### src/rtl/tcp_defs.svh
`ifndef TCP_DEFS_SVH
`define TCP_DEFS_SVH

// number of connection slots
`define CONN_NUM 2

// slot index width, must cover CONN_NUM
`define SLOT_W 1

// tcp header field widths
`define PORT_W 16
`define SEQ_W 32

// cycles allowed for a connect or disconnect sequence
// small value so the timeout shows up quickly in simulation
`define CONN_TIMEOUT 64

`endif

### src/rtl/tcp_pkg.sv
`include "tcp_defs.svh"

package tcp_pkg;

  typedef logic [`PORT_W-1:0] port_t;
  typedef logic [`SEQ_W-1:0]  seq_t;  // sequence or acknowledge number
  typedef logic [`SLOT_W-1:0] slot_t;

  // same bit order as the tcp header
  typedef struct packed {
    logic urg;
    logic ack;
    logic psh;
    logic rst;
    logic syn;
    logic fin;
  } tcp_flags_t;

  typedef struct packed {
    port_t      src_port;
    port_t      dst_port;
    seq_t       seq;
    seq_t       ack;
    tcp_flags_t flags;
  } tcp_seg_t;

  typedef enum logic [2:0] {
    evt_none,
    evt_syn,
    evt_syn_ack,
    evt_ack,
    evt_fin,
    evt_rst
  } rx_evt_e;

  typedef struct packed {
    rx_evt_e kind;
    seq_t    seq;
    seq_t    ack;
  } rx_evt_t;

  typedef struct packed {
    logic  listen;
    logic  connect;
    port_t loc_port;
    port_t rem_port; // peer port, also used when listening
    seq_t  isn;      // initial sequence number
  } conn_ctl_t;

  typedef struct packed {
    port_t loc_port;
    port_t rem_port;
    logic  bound; // rem_port is valid
    logic  open;  // listening or connecting
  } conn_key_t;

  typedef enum logic [2:0] {
    tcp_closed,
    tcp_listening,
    tcp_connecting,
    tcp_connected,
    tcp_disconnecting
  } conn_status_e;

  typedef enum logic [3:0] {
    st_closed,
    st_listen,
    st_syn_sent,
    st_ack_sent,
    st_syn_ack_sent,
    st_established,
    st_flush,
    st_fin_wait,
    st_close_ack,
    st_send_fin,
    st_last_wait,
    st_last_ack
  } conn_state_e;

endpackage

### src/rtl/tcp_conn_fsm.sv
`include "tcp_defs.svh"

module tcp_conn_fsm (
  input  logic                  clk,
  input  logic                  rst_rec,
  input  tcp_pkg::conn_ctl_t    ctl,
  input  tcp_pkg::rx_evt_t      evt,
  output tcp_pkg::conn_key_t    key,
  output tcp_pkg::conn_status_e status,
  output logic                  tx_req,
  output tcp_pkg::tcp_seg_t     tx_seg,
  input  logic                  tx_gnt
);
  import tcp_pkg::*;

  localparam int TMR_W = $clog2(`CONN_TIMEOUT + 1);
  localparam logic [TMR_W-1:0] TMR_LAST = TMR_W'(`CONN_TIMEOUT - 1);

  // urg ack psh rst syn fin
  localparam tcp_flags_t FLG_SYN     = 6'b000010;
  localparam tcp_flags_t FLG_SYN_ACK = 6'b010010;
  localparam tcp_flags_t FLG_ACK     = 6'b010000;
  localparam tcp_flags_t FLG_FIN_ACK = 6'b010001;
  localparam tcp_flags_t FLG_RST_ACK = 6'b010100;

  typedef enum logic [1:0] {
    close_none,
    close_active,
    close_passive,
    close_reset
  } close_e;

  conn_state_e state;
  close_e      close;

  // control block
  port_t loc_port;
  port_t rem_port;
  seq_t  loc_seq;
  seq_t  loc_ack;
  seq_t  rem_seq;
  seq_t  rem_ack;

  logic             passive;   // opened by listen
  logic             ack_rec;   // peer acked our fin
  logic             wait_drop; // closed, waiting for user to drop its request
  logic [TMR_W-1:0] tmr;
  logic             tmr_run;
  logic             usr_dcn;
  seq_t             ack_dif;

  function automatic tcp_seg_t mk_seg(input port_t sp, input port_t dp,
                                      input tcp_flags_t flg, input seq_t seq,
                                      input seq_t ack);
    tcp_seg_t s;
    s.src_port = sp;
    s.dst_port = dp;
    s.seq      = seq;
    s.ack      = ack;
    s.flags    = flg;
    return s;
  endfunction

  always_comb begin
    case (state)
      st_closed       : status = tcp_closed;
      st_listen       : status = tcp_listening;
      st_syn_sent,
      st_ack_sent,
      st_syn_ack_sent : status = tcp_connecting;
      st_established  : status = tcp_connected;
      default         : status = tcp_disconnecting;
    endcase
  end

  assign key.loc_port = loc_port;
  assign key.rem_port = rem_port;
  assign key.bound    = (state != st_closed) && (state != st_listen);
  assign key.open     = (status == tcp_listening) || (status == tcp_connecting);

  assign tmr_run = (status == tcp_connecting) || (status == tcp_disconnecting);
  assign usr_dcn = passive ? !ctl.listen : !ctl.connect;
  assign ack_dif = evt.ack - rem_ack; // msb set means behind

  always_ff @(posedge clk) begin
    if (rst_rec) begin
      state     <= st_closed;
      close     <= close_none;
      tx_req    <= 1'b0;
      passive   <= 1'b0;
      ack_rec   <= 1'b0;
      wait_drop <= 1'b0;
      tmr       <= '0;
    end else begin
      if (tx_gnt) tx_req <= 1'b0; // request is held until granted
      if (tmr_run) tmr <= tmr + 1'b1;
      else tmr <= '0;
      case (state)
        st_closed : begin
          loc_port <= ctl.loc_port;
          rem_port <= ctl.rem_port;
          loc_seq  <= ctl.isn;
          loc_ack  <= '0;
          if (wait_drop) begin
            if (!ctl.listen && !ctl.connect) wait_drop <= 1'b0;
          end else if (ctl.listen) begin
            passive <= 1'b1;
            state   <= st_listen;
          end else if (ctl.connect) begin
            passive <= 1'b0;
            tx_req  <= 1'b1;
            tx_seg  <= mk_seg(ctl.loc_port, ctl.rem_port, FLG_SYN, ctl.isn, '0);
            state   <= st_syn_sent;
          end
        end
        //////////////////////////////
        // active open
        st_syn_sent : begin
          if (evt.kind == evt_syn_ack) begin
            rem_seq <= evt.seq + 1'b1;
            rem_ack <= evt.ack;
            loc_ack <= evt.seq + 1'b1;
            loc_seq <= loc_seq + 1'b1;
            tx_req  <= 1'b1;
            tx_seg  <= mk_seg(loc_port, rem_port, FLG_ACK, loc_seq + 1'b1, evt.seq + 1'b1);
            state   <= st_ack_sent;
          end
        end
        st_ack_sent : if (tx_gnt) state <= st_established;
        //////////////////////////////
        // passive open
        st_listen : begin
          if (!ctl.listen) begin
            state <= st_closed;
          end else if (evt.kind == evt_syn) begin
            rem_seq <= evt.seq + 1'b1; // ack must carry this seq
            loc_ack <= evt.seq + 1'b1;
            loc_seq <= ctl.isn;
            tx_req  <= 1'b1;
            tx_seg  <= mk_seg(loc_port, rem_port, FLG_SYN_ACK, ctl.isn, evt.seq + 1'b1);
            state   <= st_syn_ack_sent;
          end
        end
        st_syn_ack_sent : begin
          if (evt.kind == evt_ack && evt.seq == rem_seq) begin
            loc_seq <= loc_seq + 1'b1;
            rem_ack <= evt.ack;
            state   <= st_established;
          end
        end
        //////////////////////////////
        // established
        st_established : begin
          if (evt.kind != evt_none && !ack_dif[`SEQ_W-1]) rem_ack <= evt.ack;
          if (usr_dcn) close <= close_active;
          else if (evt.kind == evt_fin) close <= close_passive;
          else if (evt.kind == evt_rst) close <= close_reset;
          if (usr_dcn || evt.kind == evt_fin || evt.kind == evt_rst) state <= st_flush;
        end
        st_flush : begin
          loc_seq <= rem_ack; // drop anything not acked by the peer
          ack_rec <= 1'b0;
          tx_req  <= 1'b1;
          case (close)
            close_active : begin
              tx_seg <= mk_seg(loc_port, rem_port, FLG_FIN_ACK, rem_ack, loc_ack);
              state  <= st_fin_wait;
            end
            close_passive : begin
              loc_ack <= loc_ack + 1'b1;
              tx_seg  <= mk_seg(loc_port, rem_port, FLG_ACK, rem_ack, loc_ack + 1'b1);
              state   <= st_close_ack;
            end
            close_reset : begin
              tx_seg <= mk_seg(loc_port, rem_port, FLG_RST_ACK, rem_ack, loc_ack);
              state  <= st_last_ack;
            end
            default : begin
              tx_req <= 1'b0;
              state  <= st_closed;
            end
          endcase
        end
        //////////////////////////////
        // closing
        st_fin_wait : begin // ack first, then the peer's fin
          if (evt.kind == evt_ack) ack_rec <= 1'b1;
          if (evt.kind == evt_fin && ack_rec) begin
            loc_ack <= loc_ack + 1'b1;
            tx_req  <= 1'b1;
            tx_seg  <= mk_seg(loc_port, rem_port, FLG_ACK, loc_seq, loc_ack + 1'b1);
            state   <= st_last_ack;
          end
        end
        st_close_ack : if (tx_gnt) state <= st_send_fin;
        st_send_fin : begin
          tx_req <= 1'b1;
          tx_seg <= mk_seg(loc_port, rem_port, FLG_FIN_ACK, loc_seq, loc_ack);
          state  <= st_last_wait;
        end
        st_last_wait : begin
          if (evt.kind == evt_ack) begin
            tx_req    <= 1'b0;
            wait_drop <= 1'b1;
            state     <= st_closed;
          end
        end
        st_last_ack : begin
          if (tx_gnt) begin
            wait_drop <= 1'b1;
            state     <= st_closed;
          end
        end
        default : state <= st_closed;
      endcase
      // connect or disconnect ran too long
      if (tmr_run && tmr == TMR_LAST) begin
        tx_req    <= 1'b0;
        wait_drop <= 1'b1;
        state     <= st_closed;
      end
    end
  end

endmodule

### config.mk
export PLATFORM = sky130hd
export DESIGN_NAME = tcp_conn_fsm
export DESIGN_NICKNAME = d
export VERILOG_FILES = /design/src/rtl/tcp_pkg.sv /design/src/rtl/tcp_conn_fsm.sv
export VERILOG_INCLUDE_DIRS = /design/src /design/src/rtl
export SDC_FILE = /design/constraint.sdc
export NUM_CORES = 1
export LEC_CHECK = 0
export BUFFER_PORTS_ARGS = -buffer_cell sky130_fd_sc_hd__buf_2
export CAP_MARGIN = 20
export CORE_MARGIN = 10
export CORE_UTILIZATION = 45
export DETAILED_ROUTE_END_ITERATION = 16
export PLACE_DENSITY = 0.72
export RECOVER_POWER = 100
export SLEW_MARGIN = 10
export SYNTH_ARGS = -nofsm -noshare
export SYNTH_HDL_FRONTEND = slang
export SYNTH_SLANG_ARGS = --single-unit
### constraint.sdc
create_clock -name clk -period 9.1 [get_ports clk]
set_clock_uncertainty 0.1 [all_clocks]
set_input_delay 0.91 -clock clk [delete_from_list [all_inputs] [get_ports clk]]
set_output_delay 0.91 -clock clk [all_outputs]
set_load 0.01 [all_outputs]
Word level (Yosys, flattened, before mapping)
Cells that the tools add are included.
- output and inout port bits: 140
- bits in registers: 279
- mux-type cells: 65
- reduce and logical (&&, ||, !) cells: 40
- $add $sub $neg: 5
- bitwise operators: 3
- eq/ne operators: 46
- operators by type and width (cell ; number):
    two-way mux 102 bit ; 7
    one-hot mux 102 bit (6 select lines) ; 1
    two-way mux 32 bit ; 12
    one-hot mux 32 bit (5 select lines) ; 2
    one-hot mux 102 bit (3 select lines) ; 1
    adder 32 x 1 -> 32 bit, second input constant ; 3
    one-hot mux 32 bit (3 select lines) ; 1
    one-hot mux 32 bit (2 select lines) ; 1
    two-way mux 4 bit ; 13
    one-hot mux 4 bit (12 select lines) ; 1
    equality test 32 bit ; 1
    != test 2 bit, second input constant ; 16
    subtractor 32 bit ; 1
    two-way mux 1 bit ; 18
    equality test 4 x 3 -> 1 bit, second input constant ; 4
    equality test 4 bit, second input constant ; 4
    != test 3 bit, second input constant ; 4
    one-hot mux 3 bit (4 select lines) ; 1
    one-hot mux 4 bit (3 select lines) ; 1
    AND reduction 11 bit ; 1
    AND reduction 10 bit ; 1
    AND reduction 5 bit ; 2
    nonzero test 5 bit ; 2
    equality test 3 x 2 -> 1 bit, second input constant ; 3
    29 further kinds ; 58

Logic depth before layout (Yosys ltp)
Gate-level depths: netlist of the first run.
- word-level depth: 8
- mapped depth: 9
- gate-level depth less buffers: 9

Least setup slack after synthesis of the first run
No wires, ideal clock.
- kind: input port to flip-flop
- start: input port evt[64] (netlist bit)
- end: register tx_seg[0] (netlist bit), enable pin
- cell stages on the path: 6
- buffers on the path: 1
- slack: -372 ps
- setup time: 682 ps
- data required time: 8318 ps
- arrival: 8690 ps
- cell sequence: buf_4 > nor3b_1 > nor2_1 > or3_1 > nand2b_1 > nor3_1
- cells in the longest elaborated chain, start to end: 4
- elaborated cells on any way between the ends: 8
- those cells by class: 6 x eq/ne; 2 x reduce/logical
- RTL lines (item ; RTL line ; source):
    start, declared ; tcp_conn_fsm.sv:7 ; input tcp_pkg::rx_evt_t evt,
    equality test 3 bit ; tcp_conn_fsm.sv:188 ; if (evt.kind == evt_fin && ack_rec) begin
    logical AND 1 bit ; tcp_conn_fsm.sv:188 ;
    != test 2 bit (no line) ; - ;
    AND reduction 10 bit (no line) (*) ; - ;
    end signal, assigned ; tcp_conn_fsm.sv:175 ; tx_seg <= mk_seg(loc_port, rem_port, FLG_RST_ACK, rem_ack, loc_ack);
    end signal, assigned ; tcp_conn_fsm.sv:191 ; tx_seg <= mk_seg(loc_port, rem_port, FLG_ACK, loc_seq, loc_ack + 1'b1);
    end signal, assigned ; tcp_conn_fsm.sv:198 ; tx_seg <= mk_seg(loc_port, rem_port, FLG_FIN_ACK, loc_seq, loc_ack);
    end, declared ; tcp_conn_fsm.sv:11 ; output tcp_pkg::tcp_seg_t tx_seg,
Mark *: on every way between the ends. The rest lies on a longest branch, timed or not.
A chain may end at the register's enable or synchronous reset.

Worst setup path in the final report of the first run
- start: register state[0]
- end: register tx_seg[92] (netlist bit), enable pin
- cells in the longest elaborated chain, start to end: 3
- elaborated cells on any way between the ends: 16
- those cells by class: 13 x eq/ne; 3 x reduce/logical
- RTL lines (item ; RTL line ; source):
    start, declared ; tcp_conn_fsm.sv:33 ; conn_state_e state;
    start signal, assigned ; tcp_conn_fsm.sv:87 ; state <= st_closed;
    start signal, assigned ; tcp_conn_fsm.sv:108 ; state <= st_listen;
    start signal, assigned ; tcp_conn_fsm.sv:113 ; state <= st_syn_sent;
    equality test 4 x 3 -> 1 bit (tied with other cells) ; tcp_conn_fsm.sv:98 ; case (state)
    != test 4 bit (no line) (tied with other cells) ; - ;
    AND reduction 10 bit (no line) (*) ; - ;
    end signal, assigned ; tcp_conn_fsm.sv:112 ; tx_seg <= mk_seg(ctl.loc_port, ctl.rem_port, FLG_SYN, ctl.isn, '0);
    end signal, assigned ; tcp_conn_fsm.sv:125 ; tx_seg <= mk_seg(loc_port, rem_port, FLG_ACK, loc_seq + 1'b1, evt.seq + 1'b1);
    end signal, assigned ; tcp_conn_fsm.sv:140 ; tx_seg <= mk_seg(loc_port, rem_port, FLG_SYN_ACK, ctl.isn, evt.seq + 1'b1);
Marked as above.

==> results.md, run 1 <==
- Nets: 1749
- Mapped Area: 14700 um2
- Int Pwr: 3.21 mW
- Psw: 1.87 mW
- Flops & latches, synth: 277
- Clock Power Share: 22.9%
- Yosys warning total: 0
- Most frequent cells in the layout: edfxtp_1 (260), clkbuf_1 (205), nand2_1 (128)
- # setup viols final: 0
- CP Max Fanout: 43
- Die W: 201 um
- Hold Crit Class: reg -> reg
- Final Hold Fails: 0
- Sequential fraction of the synthesis area: 55.4%
- P&R area growth vs syn: 16.4%
- Post-Place Cells: 1984
- Worst Hold End: tmr[0]
- Area leader, netlist: edfxtp_1
- Outcome: finished, violations left
- Worst R2R Start: state[0]
- Fin crit share: 67.8%
- Max-cap violations: 9
- DRC: 0
- Post-DP HPWL: 31.3 mm
- Die height: 201 um
- CTS Hold Bufs: 0
- Post-synthesis instance total: 1318
- Crit path largest cell delay: 1.81 ns
- Commonest non-fill, non-tap cell in the layout: edfxtp_1
- WL final: 43.6 mm
- IO Count: 276
- I/O Buffers: 273
- Number of synthesized flops with an enable pin: 260
- Synth unique cells: 78
- Clk Latency, worst-skew pair: 0.56 ns
- Core box area: 32400 um2
- Post_cts resized: 0
- Pin count of the biggest net entering global routing: 84
- Leak: 6.06 nW
- Unrepaired setup endpoints after global routing: false
- DR iter-0 viols: 1120
- CP Data Required Time: 9.23 ns
- Worst Path Buf+Inv: 4
- Crit Path Category: reg -> reg
- First-pass GRT wire length: 66.9 mm
- Clock transition at path regs: 0.06 ns
- CTS tree: built
- R2R setup slack: 2.93 ns
- CTS max path bufs: 3
- Via Count: 11800
- Worst setup EP type: register
- Cells on worst reg2reg path: 9
- WL per Instance: 21.3 um
- Hold-critical path depth: 1
- Synth top area cells: edfxtp_1 (53%), xnor2_1 (4.0%), xor2_1 (3.7%), o21ai_0 (3.3%), nand2_1 (3.3%)
- Maximum VDD drop: 0.159 mV
- Worst slew pin tran: 2.44 ns
- Routability-driven placement congestion ratio: 0.898
- H-tree depth: 1
- Clock tree sinks: 277
- Critical path launch point type: register
- Die Footprint: 40300 um2
- Slew HR: -62.5%
- Pwr dens: 297 nW/um2
- Post-CTS setup buffers: 0
- Root buffer cell: clkbuf_16
- RR Endpoint: tx_seg[92]
- Initial Util: 45.4%
- Routed Antenna Nets: 0
- CTS buffer count: 31
- Critical Path AT: 6.30 ns
- Max-slew violation count: 293
- Comb pwr share: 31.9%
- Layout cells sized above 1: 11.8%
- Avg Inst Size Synth: 11.2 um2
- Failing checks: max-capacitance violations, max-slew violations
- Rows: 66
- Critical Path Slowest Stage Cell: nor3_1
- Post-synth ARST share: 0%
- Net Sw Frac: 36.8%
- Setup TNS: 0 ns
- Top cell type's share of synthesized area: 53.1%
- Family with the most delay on the worst path: simple AND/OR/NAND/NOR gates
- Worst path cell trace: inv_1 -> nor2_1 -> o21ai_2 -> clkbuf_1 -> nand3_1 -> a21oi_1 -> nor3_1 -> buf_4 -> buf_12
- Pre-Repair DR Iteration Count: 6
- Sequential power share: 45.3%
- Primary FF master, synth: edfxtp_1
- Vias/cell: 5.77
- Initial antenna violation count: 6
- Layout Cells excl Fill: 2042
- Highest clock rate: 0.162 GHz
- HP Start: tmr[0]
- Gr ovfl total: 0
- Vias in the first global route: 11600
- Overall Global Routing Usage: 20.5%
- Tmin final: 6.17 ns
-- through the flow --
| stage | power [mW] | hold slack [ns] | worst slack (ns) | cell area [um2] | util, % |
|---|---|---|---|---|---|
| floorplan | 3.36 | 0.318 | 1.36 | 14700 | - |
| global placement | 3.95 | 0.329 | 4.33 | 16500 | 51.1 |
| detailed placement | 4.00 | 0.339 | 4.22 | 16500 | 51.1 |
| CTS | 5.17 | 0.348 | 4.21 | 17400 | 53.9 |
| global route | 5.36 | 0.375 | 2.34 | 17100 | 52.9 |
| finish | 5.08 | 0.343 | 2.93 | 17100 | 52.9 |
-- synth_stat cells (6+ instances only) --
| cell | number |
|---|---|
| a222oi_1 | 10 |
| nor4_1 | 9 |
| o221ai_1 | 10 |
| nand2_1 | 128 |
| edfxtp_1 | 260 |
| o21ai_1 | 10 |
| nor2b_1 | 7 |
| a22oi_1 | 37 |
| clkbuf_1 | 39 |
| o311ai_0 | 12 |
| dfxtp_1 | 17 |
| mux2_2 | 32 |
| a21oi_1 | 36 |
| nand3_1 | 60 |
| a31oi_1 | 6 |
| o22ai_1 | 14 |
| o211ai_1 | 35 |
| buf_2 | 14 |
| nand4_1 | 23 |
| o21ai_0 | 97 |
| nor2_1 | 88 |
| inv_1 | 59 |
| and2_1 | 8 |
| nor3_1 | 20 |
| and4_1 | 9 |
| and3_1 | 25 |
| xor2_1 | 62 |
| ha_1 | 34 |
| xnor2_1 | 67 |
-- sequential cells by signal (all words and copies together) (netlist names), 2 cells and up --
register  count
rem_port     16
rem_seq      32
rem_ack      32
loc_seq      32
tmr           7
state         4
close         2
tx_seg      100
loc_port     16
loc_ack      32
-- layer usage --
layer | wire length [um] | global-route usage (%)
met4 | 1290 | 6.22
met3 | 3780 | 4.92
met2 | 20500 | 33.2
met1 | 18000 | 26.8
met5 | 27 | 0
-- power by group through the flow --
| stage | logic [mW] | clock network (mW) | registers [mW] |
|---|---|---|---|
| after floorplan | 1.04 | 0 | 2.31 |
| after global placement | 1.66 | 0 | 2.29 |
| after detailed placement | 1.70 | 0 | 2.30 |
| after CTS | 1.71 | 1.19 | 2.28 |
| after global routing | 1.78 | 1.23 | 2.35 |
| final | 1.62 | 1.16 | 2.30 |
-- cell families after synthesis --
logic type,after synthesis,synth area share (%)
buffers and inverters,124,3.48
multiplexers,35,2.65
AND/OR/NAND/NOR,413,14.2
other,1,0.0255
adder cells (fa/ha/maj),34,2.89
AO/OA/AOI/OAI,305,13.6
flip-flops,277,55.4
XOR/XNOR,129,7.68
-- worst max-delay path by stage --
| stage | start | end | slack [ns] | cells past startpoint |
|---|---|---|---|---|
| after global routing | state[0] | tx_seg[75] | 2.34 | 9 |
| final | state[0] | tx_seg[92] | 2.93 | 9 |
| after floorplan | evt[64] | loc_seq[0] | 1.36 | 7 |
| after global placement | state[0] | tx_seg[75] | 4.33 | 8 |
| after detailed placement | state[0] | tx_seg[92] | 4.22 | 8 |
| after CTS | state[0] | tx_seg[46] | 4.21 | 8 |
-- cell type report --
cell class | count | area, um2
Clock buffer | 38 | 802
Multi-Input combinational cell | 918 | 6040
Clock inverter | 12 | 110
Antenna cell | 4 | 10.0
Tap cell | 442 | 553
Fill cell | 2973 | 15200
Inverter | 59 | 221
Timing Repair Buffer | 292 | 1240
Sequential cell | 277 | 8150
Power figures use the tool's default switching activity.
==> run 2: changes to the inputs <==
PLACE_DENSITY = 0.7   (was 0.72)
clock period = 6 ns   (was 9.1 ns; I/O delays follow)
==> run 2 against run 1 <==
The run still ends with max-capacitance violations, max-slew violations left. Combinational power up 52%. Non-clock buffer count down 2. Die area unchanged. Sequential share of layout area down 0.27 points. Critical endpoint is now rem_ack[7].
==> results.md, run 2 (synthesis gave the netlist of run 1 again) <==
- Max-cap violations: 9 (unchanged)
- Outcome: finished, violations left (unchanged)
- Routed Antenna Nets: 0 (unchanged)
- Pre-CTS WS: 1.78 ns (was 4.22 ns)
- H-tree depth: 1 (unchanged)
- I/O Buffers: 273 (unchanged)
- Crit Path Category: reg -> reg (unchanged)
- Overall Global Routing Usage: 20.3% (was 20.5%)
- Critical path launch point type: register (unchanged)
- Largest register by flop count: tx_seg (unchanged)
- Max-slew violation count: 331 (was 293)
- Final Hold Fails: 0 (unchanged)
- CP Max Fanout: 33 (was 43)
- Post-DP HPWL: 31.1 mm (was 31.3 mm)
- Root buffer cell: clkbuf_16 (unchanged)
- Final Cell Area: 17200 um2 (was 17100 um2)
- Post-Place Cell Area: 16500 um2 (about the same)
- Hold Crit Class: in -> reg (was reg -> reg)
- Rows: 66 (unchanged)
- Pre-Repair DR Iteration Count: 6 (unchanged)
- Core box area: 32400 um2 (unchanged)
- DR iter-0 viols: 1005 (was 1120)
- CTS Hold Bufs: 0 (unchanged)
- Final WS setup: 1.19 ns (was 2.93 ns)
- Failing checks: max-capacitance violations, max-slew violations (unchanged)
- Clock transition at path regs: 0.06 ns (about the same)
- Initial Util: 45.4% (unchanged)
- Fill count: 2946 (was 2973)
- Initial antenna violation count: 6 (unchanged)
- Most frequent cells in the layout: edfxtp_1 (260), clkbuf_1 (202), nand2_1 (128) (was edfxtp_1 (260), clkbuf_1 (205), nand2_1 (128))
- Highest clock rate: 0.208 GHz (was 0.162 GHz)
- Worst slew pin tran: 2.30 ns (was 2.44 ns)
- Max FFs per register: 100 (unchanged)
- Tmin final: 4.81 ns (was 6.17 ns)
- DRC: 0 (unchanged)
- CTS max path bufs: 3 (unchanged)
- Commonest non-fill, non-tap cell in the layout: edfxtp_1 (unchanged)
- Maximum VDD drop: 0.259 mV (was 0.159 mV)
- CTS tree: built (unchanged)
- # setup viols final: 0 (unchanged)
- Die height: 201 um (unchanged)
- CTS buffer count: 30 (was 31)
- Critical Path AT: 4.87 ns (was 6.30 ns)
- Vias in the first global route: 11700 (was 11600)
- Clk Latency, worst-skew pair: 0.56 ns (about the same)
- Clock tree sinks: 277 (unchanged)
- WL per Instance: 21.1 um (was 21.3 um)
- Leak: 6.10 nW (was 6.06 nW)
- WL final: 43.2 mm (was 43.6 mm)
- Die Footprint: 40300 um2 (unchanged)
- CP Data Required Time: 6.06 ns (was 9.23 ns)
- Fin crit share: 80.2% (was 67.8%)
- Worst setup EP type: register (unchanged)
- Slew HR: -53.6% (was -62.5%)
- Pwr dens: 456 nW/um2 (was 297 nW/um2)
- Routability-driven placement congestion ratio: 0.902 (was 0.898)
- Via Count: 11800 (about the same)
- P&R area growth vs syn: 17.1% (was 16.4%)
- Nets: 1746 (was 1749)
- Post-CTS setup buffers: 0 (unchanged)
- Die W: 201 um (unchanged)
- Post_cts resized: 0 (unchanged)
- Pin count of the biggest net entering global routing: 50 (was 84)
- IO Count: 276 (unchanged)
- First-pass GRT wire length: 66.5 mm (was 66.9 mm)
- Gr ovfl total: 0 (unchanged)
- Vias/cell: 5.76 (was 5.77)
- Unrepaired setup endpoints after global routing: false (unchanged)
- Layout cells sized above 1: 12.1% (was 11.8%)
## run 2: cell count changes in the layout (fill, tap and decap cells not counted), sizes merged
cell	change
bufinv	+3
diode	-1
buf	-3
clkinv	+5
inv	+1
clkbuf	-2
## run 2: through the flow
| step | hold slack [ns] | setup TNS, ns | total power [mW] | util (%) | std cells |
|---|---|---|---|---|---|
| after floorplan | 0.318 | -9.20 | 5.08 | - | 1319 |
| after global placement | 0.330 | 0 | 5.98 | 51.1 | 1985 |
| after detailed placement | 0.344 | 0 | 6.06 | 51.1 | 1985 |
| after CTS | 0.109 | 0 | 8.00 | 54.3 | 2041 |
| after global routing | 0.116 | 0 | 8.28 | 53.2 | 2044 |
| final | 0.135 | 0 | 7.85 | 53.2 | 2045 |
## run 2: power by group
| part | leakage [nW] | switching (mW) | internal (mW) | total [mW] |
|---|---|---|---|---|
| Sequential | 2.58 | 0.455 | 3.02 | 3.47 |
| Combinational | 3.02 | 1.63 | 0.829 | 2.46 |
| Clock | 0.501 | 0.770 | 1.15 | 1.92 |
## run 2: cell type report
class	instances	area (um2)	area share [%]
Inverter	59	221	1.29
Clock inverter	21	231	1.34
Tap cell	442	553	3.21
Multi-Input combinational cell	918	6050	35.1
Clock buffer	35	791	4.59
Timing Repair Buffer	290	1220	7.06
Antenna cell	3	7.51	0.0436
Sequential cell	277	8150	47.3
## run 2: path summary, 6_finish.rpt
| check | from | to | slack, ns | cells after the start |
|---|---|---|---|---|
| worst max-delay path | state[1] | rem_ack[7] | 1.19 | 5 |
| worst min-delay path | ctl[39] | rem_port[7] | 0.13 | 1 |
| worst max register to register | state[1] | rem_ack[7] | 1.19 | 5 |
| worst min register to register | tmr[0] | tmr[0] | 0.35 | 1 |
## run 2: critical path: stages, from the launching register on
cell and delay [ns]:
dfxtp_1 0.79, nor2b_1 0.45, o21ai_0 0.19, clkbuf_1 0.69, a31oi_1 1.05, clkbuf_1 1.11
## run 2: routing by layer
layer | GRT usage [%] | up-vias | wire length [um]
met4 | 5.63 | 6 | 961
met3 | 4.87 | 61 | 3660
met1 | 27.0 | 5698 | 18400
li1 | - | 5473 | -
met2 | 32.3 | 533 | 20200
met5 | 0 | - | 41
